File: src/i2c_pkg.sv
`default_nettype none

package i2c_pkg;

  // 100 kHz bus from a 50 MHz clk
  localparam logic [15:0] clk_div_default = 16'd125;

  // Quarter-bit phases of one SCL period
  // SDA may change only around the first low quarter
  typedef enum logic [1:0] {
    ph_scl_low0  = 2'd0,  // SCL low, data may change at its end
    ph_scl_low1  = 2'd1,  // SCL low, data settled
    ph_scl_high0 = 2'd2,  // SCL high, sampled at its end
    ph_scl_high1 = 2'd3   // SCL high, wraps back to low0
  } phase_t;

  // Transaction sequencing of the master
  typedef enum logic [3:0] {
    st_idle       = 4'd0,   // Bus free, waiting for start
    st_start      = 4'd1,   // SDA falls while SCL is high
    st_addr       = 4'd2,   // 7 address bits, MSB first
    st_rw         = 4'd3,   // Direction bit
    st_target_ack = 4'd4,   // Target pulls SDA low to accept
    st_write_msb  = 4'd5,   // Upper data byte out
    st_write_lsb  = 4'd6,   // Lower data byte out
    st_read_msb   = 4'd7,   // Upper data byte in
    st_read_lsb   = 4'd8,   // Lower data byte in
    st_master_ack = 4'd9,   // Ack after first read byte, nack after last
    st_stop       = 4'd10   // SDA rises while SCL is high
  } xfer_state_t;

endpackage

`default_nettype wire

File: src/i2c_scl_gen.sv
`timescale 1ns/1ps
`default_nettype none

module i2c_scl_gen #(
  parameter logic [15:0] clk_div = i2c_pkg::clk_div_default
) (
  input  wire             clk,
  input  wire             rst,
  input  wire             run,
  input  wire             scl_in,
  output logic            tick,
  output i2c_pkg::phase_t phase,
  output logic            scl_oe
);

  import i2c_pkg::*;

  logic [15:0] cnt;      // clk cycles into the current quarter
  logic        stretch;  // Target still holds SCL low

  // SCL was released but the bus has not risen yet
  assign stretch = ((phase == ph_scl_high0) || (phase == ph_scl_high1)) && !scl_in;

  // Marks the last cycle of the current phase
  assign tick = !stretch && (cnt == clk_div - 16'd1);

  // Pull SCL low for the two low quarters only
  assign scl_oe = run && ((phase == ph_scl_low0) || (phase == ph_scl_low1));

  always_ff @(posedge clk)
  begin
    if (rst || !run)
    begin
      cnt   <= '0;
      phase <= ph_scl_high0;  // Bus idles with SCL released
    end
    else if (!stretch)
    begin
      if (tick)
      begin
        cnt   <= '0;
        phase <= phase_t'(phase + 2'd1);  // high1 wraps to low0
      end
      else
      begin
        cnt <= cnt + 16'd1;
      end
    end
  end

  // The master only drops run on a phase boundary, so the divider
  // must already be cleared whenever run is low
  assert property (@(posedge clk) disable iff (rst) !run |-> !tick)
    else $error("scl_gen tick while run is low");

endmodule

`default_nettype wire

File: src/i2c_master.sv
`timescale 1ns/1ps
`default_nettype none

module i2c_master (
  input  wire             clk,
  input  wire             rst,
  input  wire             start,
  input  wire  [6:0]      addr,
  input  wire  [15:0]     data,
  input  wire             two_bytes,
  input  wire             rw,         // 0 write, 1 read
  input  wire             tick,
  input  wire i2c_pkg::phase_t phase,
  input  wire             sda_in,
  output logic            run,
  output logic            sda_oe,
  output logic [15:0]     read_data,
  output logic            ready,
  output logic            nack
);

  import i2c_pkg::*;

  xfer_state_t state;
  logic [6:0]  addr_q;
  logic [15:0] data_q;       // Write data out, read data in
  logic        rw_q;
  logic        two_bytes_q;  // Another byte follows the current one
  logic        addr_acked;   // Address phase is behind us
  logic [2:0]  bit_cnt;
  logic        drive_tick;
  logic        sample_tick;
  logic        accept;

  // Bit boundary, SCL is low and SDA may move
  assign drive_tick = tick && (phase == ph_scl_low0);

  // Middle of the SCL high time
  assign sample_tick = tick && (phase == ph_scl_high0);

  assign accept    = start && (state == st_idle);
  assign run       = (state != st_idle);
  assign ready     = (state == st_idle);
  assign read_data = data_q;

  always_ff @(posedge clk)
  begin
    if (rst)
    begin
      state       <= st_idle;
      sda_oe      <= 1'b0;
      nack        <= 1'b0;
      two_bytes_q <= 1'b0;
      addr_acked  <= 1'b0;
      bit_cnt     <= '0;
    end
    else
    begin
      case (state)
        st_idle:
        begin
          if (accept)
          begin
            state       <= st_start;
            nack        <= 1'b0;  // Sticky flag lives until the next start
            two_bytes_q <= two_bytes;
            addr_acked  <= 1'b0;
          end
        end

        st_start:
        begin
          if (sample_tick)
          begin
            sda_oe <= 1'b1;  // Start condition
          end
          else if (drive_tick)
          begin
            state   <= st_addr;
            bit_cnt <= 3'd6;
            sda_oe  <= ~addr_q[6];
          end
        end

        st_addr:
        begin
          if (drive_tick)
          begin
            if (bit_cnt == 3'd0)
            begin
              state  <= st_rw;
              sda_oe <= ~rw_q;
            end
            else
            begin
              bit_cnt <= bit_cnt - 3'd1;
              sda_oe  <= ~addr_q[bit_cnt - 3'd1];
            end
          end
        end

        st_rw:
        begin
          if (drive_tick)
          begin
            state  <= st_target_ack;
            sda_oe <= 1'b0;  // Hand SDA to the target
          end
        end

        st_target_ack:
        begin
          if (sample_tick)
          begin
            if (sda_in)
            begin
              nack <= 1'b1;  // Nobody answered
            end
          end
          else if (drive_tick)
          begin
            if (nack)
            begin
              state  <= st_stop;
              sda_oe <= 1'b1;
            end
            else if (!addr_acked)
            begin
              addr_acked <= 1'b1;
              bit_cnt    <= 3'd7;
              if (rw_q)
              begin
                state <= two_bytes_q ? st_read_msb : st_read_lsb;
              end
              else if (two_bytes_q)
              begin
                state  <= st_write_msb;
                sda_oe <= ~data_q[15];
              end
              else
              begin
                state  <= st_write_lsb;
                sda_oe <= ~data_q[7];
              end
            end
            else if (two_bytes_q)
            begin
              two_bytes_q <= 1'b0;  // Lower byte is the last one
              state       <= st_write_lsb;
              bit_cnt     <= 3'd7;
              sda_oe      <= ~data_q[7];
            end
            else
            begin
              state  <= st_stop;
              sda_oe <= 1'b1;
            end
          end
        end

        st_write_msb, st_write_lsb:
        begin
          if (drive_tick)
          begin
            if (bit_cnt == 3'd0)
            begin
              state  <= st_target_ack;
              sda_oe <= 1'b0;
            end
            else
            begin
              bit_cnt <= bit_cnt - 3'd1;
              sda_oe  <= ~data_q[{state == st_write_msb, bit_cnt - 3'd1}];
            end
          end
        end

        st_read_msb, st_read_lsb:
        begin
          if (drive_tick)
          begin
            if (bit_cnt == 3'd0)
            begin
              state  <= st_master_ack;
              sda_oe <= (state == st_read_msb);  // Ack only if more follows
            end
            else
            begin
              bit_cnt <= bit_cnt - 3'd1;
            end
          end
        end

        st_master_ack:
        begin
          if (drive_tick)
          begin
            if (two_bytes_q)
            begin
              two_bytes_q <= 1'b0;
              state       <= st_read_lsb;
              bit_cnt     <= 3'd7;
              sda_oe      <= 1'b0;
            end
            else
            begin
              state  <= st_stop;
              sda_oe <= 1'b1;  // Hold SDA low so it can rise later
            end
          end
        end

        st_stop:
        begin
          if (sample_tick)
          begin
            state  <= st_idle;
            sda_oe <= 1'b0;  // Stop condition
          end
        end

        default:
        begin
          state  <= st_idle;
          sda_oe <= 1'b0;
        end
      endcase
    end
  end

  // Request capture and read shift register
  always_ff @(posedge clk)
  begin
    if (accept)
    begin
      addr_q <= addr;
      data_q <= rw ? '0 : data;  // Reads start from a clean buffer
      rw_q   <= rw;
    end
    else if (sample_tick && ((state == st_read_msb) || (state == st_read_lsb)))
    begin
      data_q[{state == st_read_msb, bit_cnt}] <= sda_in;
    end
  end

  // Host pulsed start during a transaction, the request is dropped
  assert property (@(posedge clk) disable iff (rst) start |-> ready)
    else $warning("start ignored while a transaction is in flight");

  // Data moves only while SCL is low, start and stop excepted
  assert property (@(posedge clk) disable iff (rst)
    $changed(sda_oe) |-> (phase == ph_scl_low1) || ($past(state) inside {st_start, st_stop}))
    else $error("SDA changed while SCL was high");

endmodule

`default_nettype wire

File: src/i2c_sub_top.sv
`timescale 1ns/1ps
`default_nettype none

module i2c_sub_top #(
  parameter logic [15:0] clk_div = i2c_pkg::clk_div_default
) (
  input  wire        clk,
  input  wire        rst,
  input  wire        start,
  input  wire [6:0]  addr,
  input  wire [15:0] data,
  input  wire        two_bytes,
  input  wire        rw,
  input  wire        scl_in,     // Resolved bus level
  input  wire        sda_in,     // Resolved bus level
  output wire        scl_oe,     // 1 pulls SCL low
  output wire        sda_oe,     // 1 pulls SDA low
  output wire [15:0] read_data,
  output wire        ready,
  output wire        nack
);

  import i2c_pkg::*;

  wire    run;
  wire    tick;
  phase_t phase;

  i2c_scl_gen #(
    .clk_div (clk_div)
  ) scl_gen_i (
    .clk    (clk),
    .rst    (rst),
    .run    (run),
    .scl_in (scl_in),
    .tick   (tick),
    .phase  (phase),
    .scl_oe (scl_oe)
  );

  i2c_master master_i (
    .clk       (clk),
    .rst       (rst),
    .start     (start),
    .addr      (addr),
    .data      (data),
    .two_bytes (two_bytes),
    .rw        (rw),
    .tick      (tick),
    .phase     (phase),
    .sda_in    (sda_in),
    .run       (run),
    .sda_oe    (sda_oe),
    .read_data (read_data),
    .ready     (ready),
    .nack      (nack)
  );

  // An idle master leaves both lines to the pull-ups
  assert property (@(posedge clk) disable iff (rst)
    (master_i.state == st_idle) |-> (!scl_oe && !sda_oe))
    else $error("bus pulled low while the master is idle");

endmodule

`default_nettype wire

File: config.mk
export PLATFORM = sky130hd
export DESIGN_NAME = i2c_sub_top
export DESIGN_NICKNAME = d
export VERILOG_FILES = /design/src/i2c_pkg.sv /design/src/i2c_scl_gen.sv /design/src/i2c_master.sv /design/src/i2c_sub_top.sv
export SDC_FILE = /design/constraint.sdc
export NUM_CORES = 1
export LEC_CHECK = 0
export BUFFER_PORTS_ARGS = -buffer_cell sky130_fd_sc_hd__buf_2
export CORE_UTILIZATION = 50
export DETAILED_ROUTE_END_ITERATION = 8
export PLACE_DENSITY = 0.74
export SYNTH_ARGS = -nofsm -noshare
export SYNTH_HDL_FRONTEND = slang
export SYNTH_SLANG_ARGS = --single-unit
File: constraint.sdc
create_clock -name clk -period 2.5 [get_ports clk]
set_input_delay 0.125 -clock clk [delete_from_list [all_inputs] [get_ports clk]]
set_output_delay 0.125 -clock clk [all_outputs]
set_load 0.01 [all_outputs]
==> run_results.csv <==
group,metric,value,unit
status,status,"complete, no violations",
synth,syn-num-nets,439,
setup_path,setup.worst_path.start,"master_i.bit_cnt[1]",
global_route,track_usage,25.4,%
timing,hold_viol_final,0,
finish,drive_gt1_share,24.2,%
finish,diodes,0,
route,drt_iter0_markers,317,
synth,ys_warn_count,0,
synth,synth_seq_area_share,36.2,%
synth,synth_top_flop_cell,"dfxtp_1",
clocking,cts_setup_buffers,0,
clocking,h-tree-depth,2,
timing,fmax,421,MHz
clocking,clk_pin_slew,0.10,ns
route,drc_errors,0,
global_route,first_global_vias,2990,
timing,finalSetupViolations,0,
power,p_total,3560,uW
finish,layout_common_cells,"49 x nor2_1, 49 x buf_2, 29 x dfxtp_1, 28 x nand2_1, 24 x edfxtp_1",
global_route,grt_max_degree,20,
setup_path,end_kind,"flop",
die,rows,30,
clocking,cts_sinks,53,
setup_path,rrSetupSlack,0.12,ns
timing,final-max-slew-violation-count,0,
route,first_pass_iters,5,
setup_path,endpoint,"master_i.sda_oe",
synth,synth_edf_count,24,
power,peakVddDrop,381,uV
global_route,grt_pass1_wl,14900,um
placed_design,dp_hpwl,6940,um
synth,synth.distinct_cells,71,
setup_path,reg2reg_to,"master_i.sda_oe",
die,core_area,0.00687,mm2
finish,nets,496,
placed_design,port_buffers,49,
synth,synth_async_sr_flop_share,0,%
clocking,cts_tree,"done",
timing,period_needed,2.38,ns
global_route,overflow,0,
die,dieArea,0.00753,mm2
timing,tns,0,ns
setup_path,r2r_cells,8,
placed_design,dp_slack,0.0780,ns
job,maxCapViolations,0,
synth,synth_seq_cells,53,
hold_path,hp-start,"rw",
hold_path,hp-class,"in2reg",
synth,syn-cell-area,0.00359,mm2
synth,syn_avg_cell_area,9.05,um2
die,initial_core_util,52.3,%
placed_design,placed_cell_area,0.00401,mm2
die,fp.dieW,86.8,um
clocking,root_buffer,"clkbuf_8",
synth,synthCells,397,
timing,fin_skew,0.0118,ns
power,power_leakage,0.00164,uW
setup_path,r2r_start,"master_i.bit_cnt[1]",
timing,setup_ws,0.124,ns
setup_path,path_class,"reg2reg",
setup_path,arrival,2.60,ns
setup_path,start_kind,"flop",
timing,fin_crit_sh,95.0,%
timing,slew-limit-headroom,55.6,%
finish,finish.instance_area,0.00419,mm2
route,viasPerCell,5.99,
route,vias,3303,
power,power_per_cell_area,851,mW/mm2
timing,rsz0062_at_grt,"no",
timing,worst_pin_slew,0.665,ns
clocking,cts.path.max_buffers,2,
finish,area_growth,16.5,%
setup_path,cp_max_fo,5,
route,wl_per_cell,17.2,um
route,antenna_left,0,
clocking,clk_latency,0.31,ns
route,wirelength,9470,um
setup_path,cp.required,2.73,ns
global_route,antenna_found_initial,0,
die,dieHeight,86.8,um
die,ios,50,
clocking,cts_buffers,5,
placed_design,globalplace.congestion,0.858,
worst min-delay path by stage:
stage / end / cells after the start
finish: master_i.rw_q / 1
global route: master_i.rw_q / 1
CTS: master_i.rw_q / 1
detailed placement: master_i.addr_q[6] / 1
global placement: master_i.addr_q[5] / 1
floorplan: master_i.addr_q[0] / 0
state kept, by name, summed over array words and instances (netlist names), 2 cells and up:
signal              cells
master_i.read_data     16
scl_gen_i.cnt          16
master_i.addr_q         7
master_i.state          4
master_i.bit_cnt        3
scl_gen_i.phase         2
kinds of logic after synthesis:
group                      count (synthesis)  synth area share [%]
AOI/OAI and AO/OA                         96                  19.9
xor gates and xnor gates                  16                  3.90
adders and majority gates                 12                  4.18
buffers and inverters                     46                  5.71
DFF                                       53                  36.2
muxes                                     10                  4.60
and+or+nand+nor                          164                  25.5
report_power, final:
group / internal (uW) / leakage, uW / switching, uW / total (uW)
Sequential: 1100 / 0.000468 / 170 / 1270
Clock: 211 / 0.0000490 / 290 / 501
Combinational: 777 / 0.00112 / 1020 / 1790
Total: 2090 / 0.00164 / 1480 / 3560
synth_stat cells (all sizes together) (2+ instances only):
cell	number	share of area [%]
a2111oi	2	0.49
a211o	2	0.49
a211oi	4	1.1
a21o	8	1.7
a21oi	18	2.5
a22o	14	3.4
a311oi	4	1.1
a31oi	4	0.70
and2	4	0.84
and3	4	0.70
and4	7	1.8
buf	14	2.4
clkbuf	14	1.5
dfxtp	29	16
edfxtp	24	20
ha	12	4.2
inv	18	1.9
mux2	2	0.63
mux2i	3	0.84
mux4	5	3.1
nand2	28	2.9
nand2b	6	1.0
nand3	17	2.4
nand3b	3	0.63
nand4	6	1.5
nor2	49	5.1
nor2b	4	0.70
nor3	14	1.9
nor4	6	2.1
nor4b	2	0.91
o211ai	3	0.63
o21a	5	1.1
o21ai	15	2.1
o22a	2	0.49
o31ai	4	0.97
or2	4	0.70
or3	2	0.35
or4b	3	0.84
xnor2	7	1.7
xor2	9	2.2
worst max-delay path, stage by stage, from the launching register on:
cell and delay (ns):
dfxtp_1 0.42, inv_1 0.11, ha_1 0.24, xor2_2 0.31
mux4_2 0.57, o21a_1 0.18, o21ai_0 0.10, a21oi_1 0.12
a311oi_2 0.26
through the flow:
stage               hold WS [ns]  instances  utilization [%]
global placement           0.304        536             58.3
floorplan                  0.224        397                -
global route              0.0353        551             61.0
detailed placement         0.307        536             58.3
CTS                       0.0376        551             60.7
finish                    0.0464        551             61.0
routing by layer:
metal / global-route usage, % / vias up / part of all wire, %
li1: - / 1576 / -
met1: 34.1 / 1582 / 44
met2: 43.1 / 139 / 48
met3: 4.19 / 6 / 7.4
met4: 5.61 / 0 / 0.70
met5: 0 / - / 0
layout make-up:
| cell class | instances | area [um2] |
|---|---|---|
| fillers | 623 | 2680 |
| multi-input cells | 298 | 2120 |
| flip-flops and latches | 53 | 1300 |
| repair buffers | 78 | 493 |
| well taps | 96 | 120 |
| clock buffers | 6 | 76.3 |
| inverters | 18 | 67.6 |
| clock inverters | 2 | 13.8 |
timing repair:
item,4_1_cts,5_1_grt
gates resized for setup,0,6
setup endpoints to repair,0,8
hold buffers,7,0
endpoints found under the hold margin,7,0
Note: power is estimated with default switching activity, not from simulation.
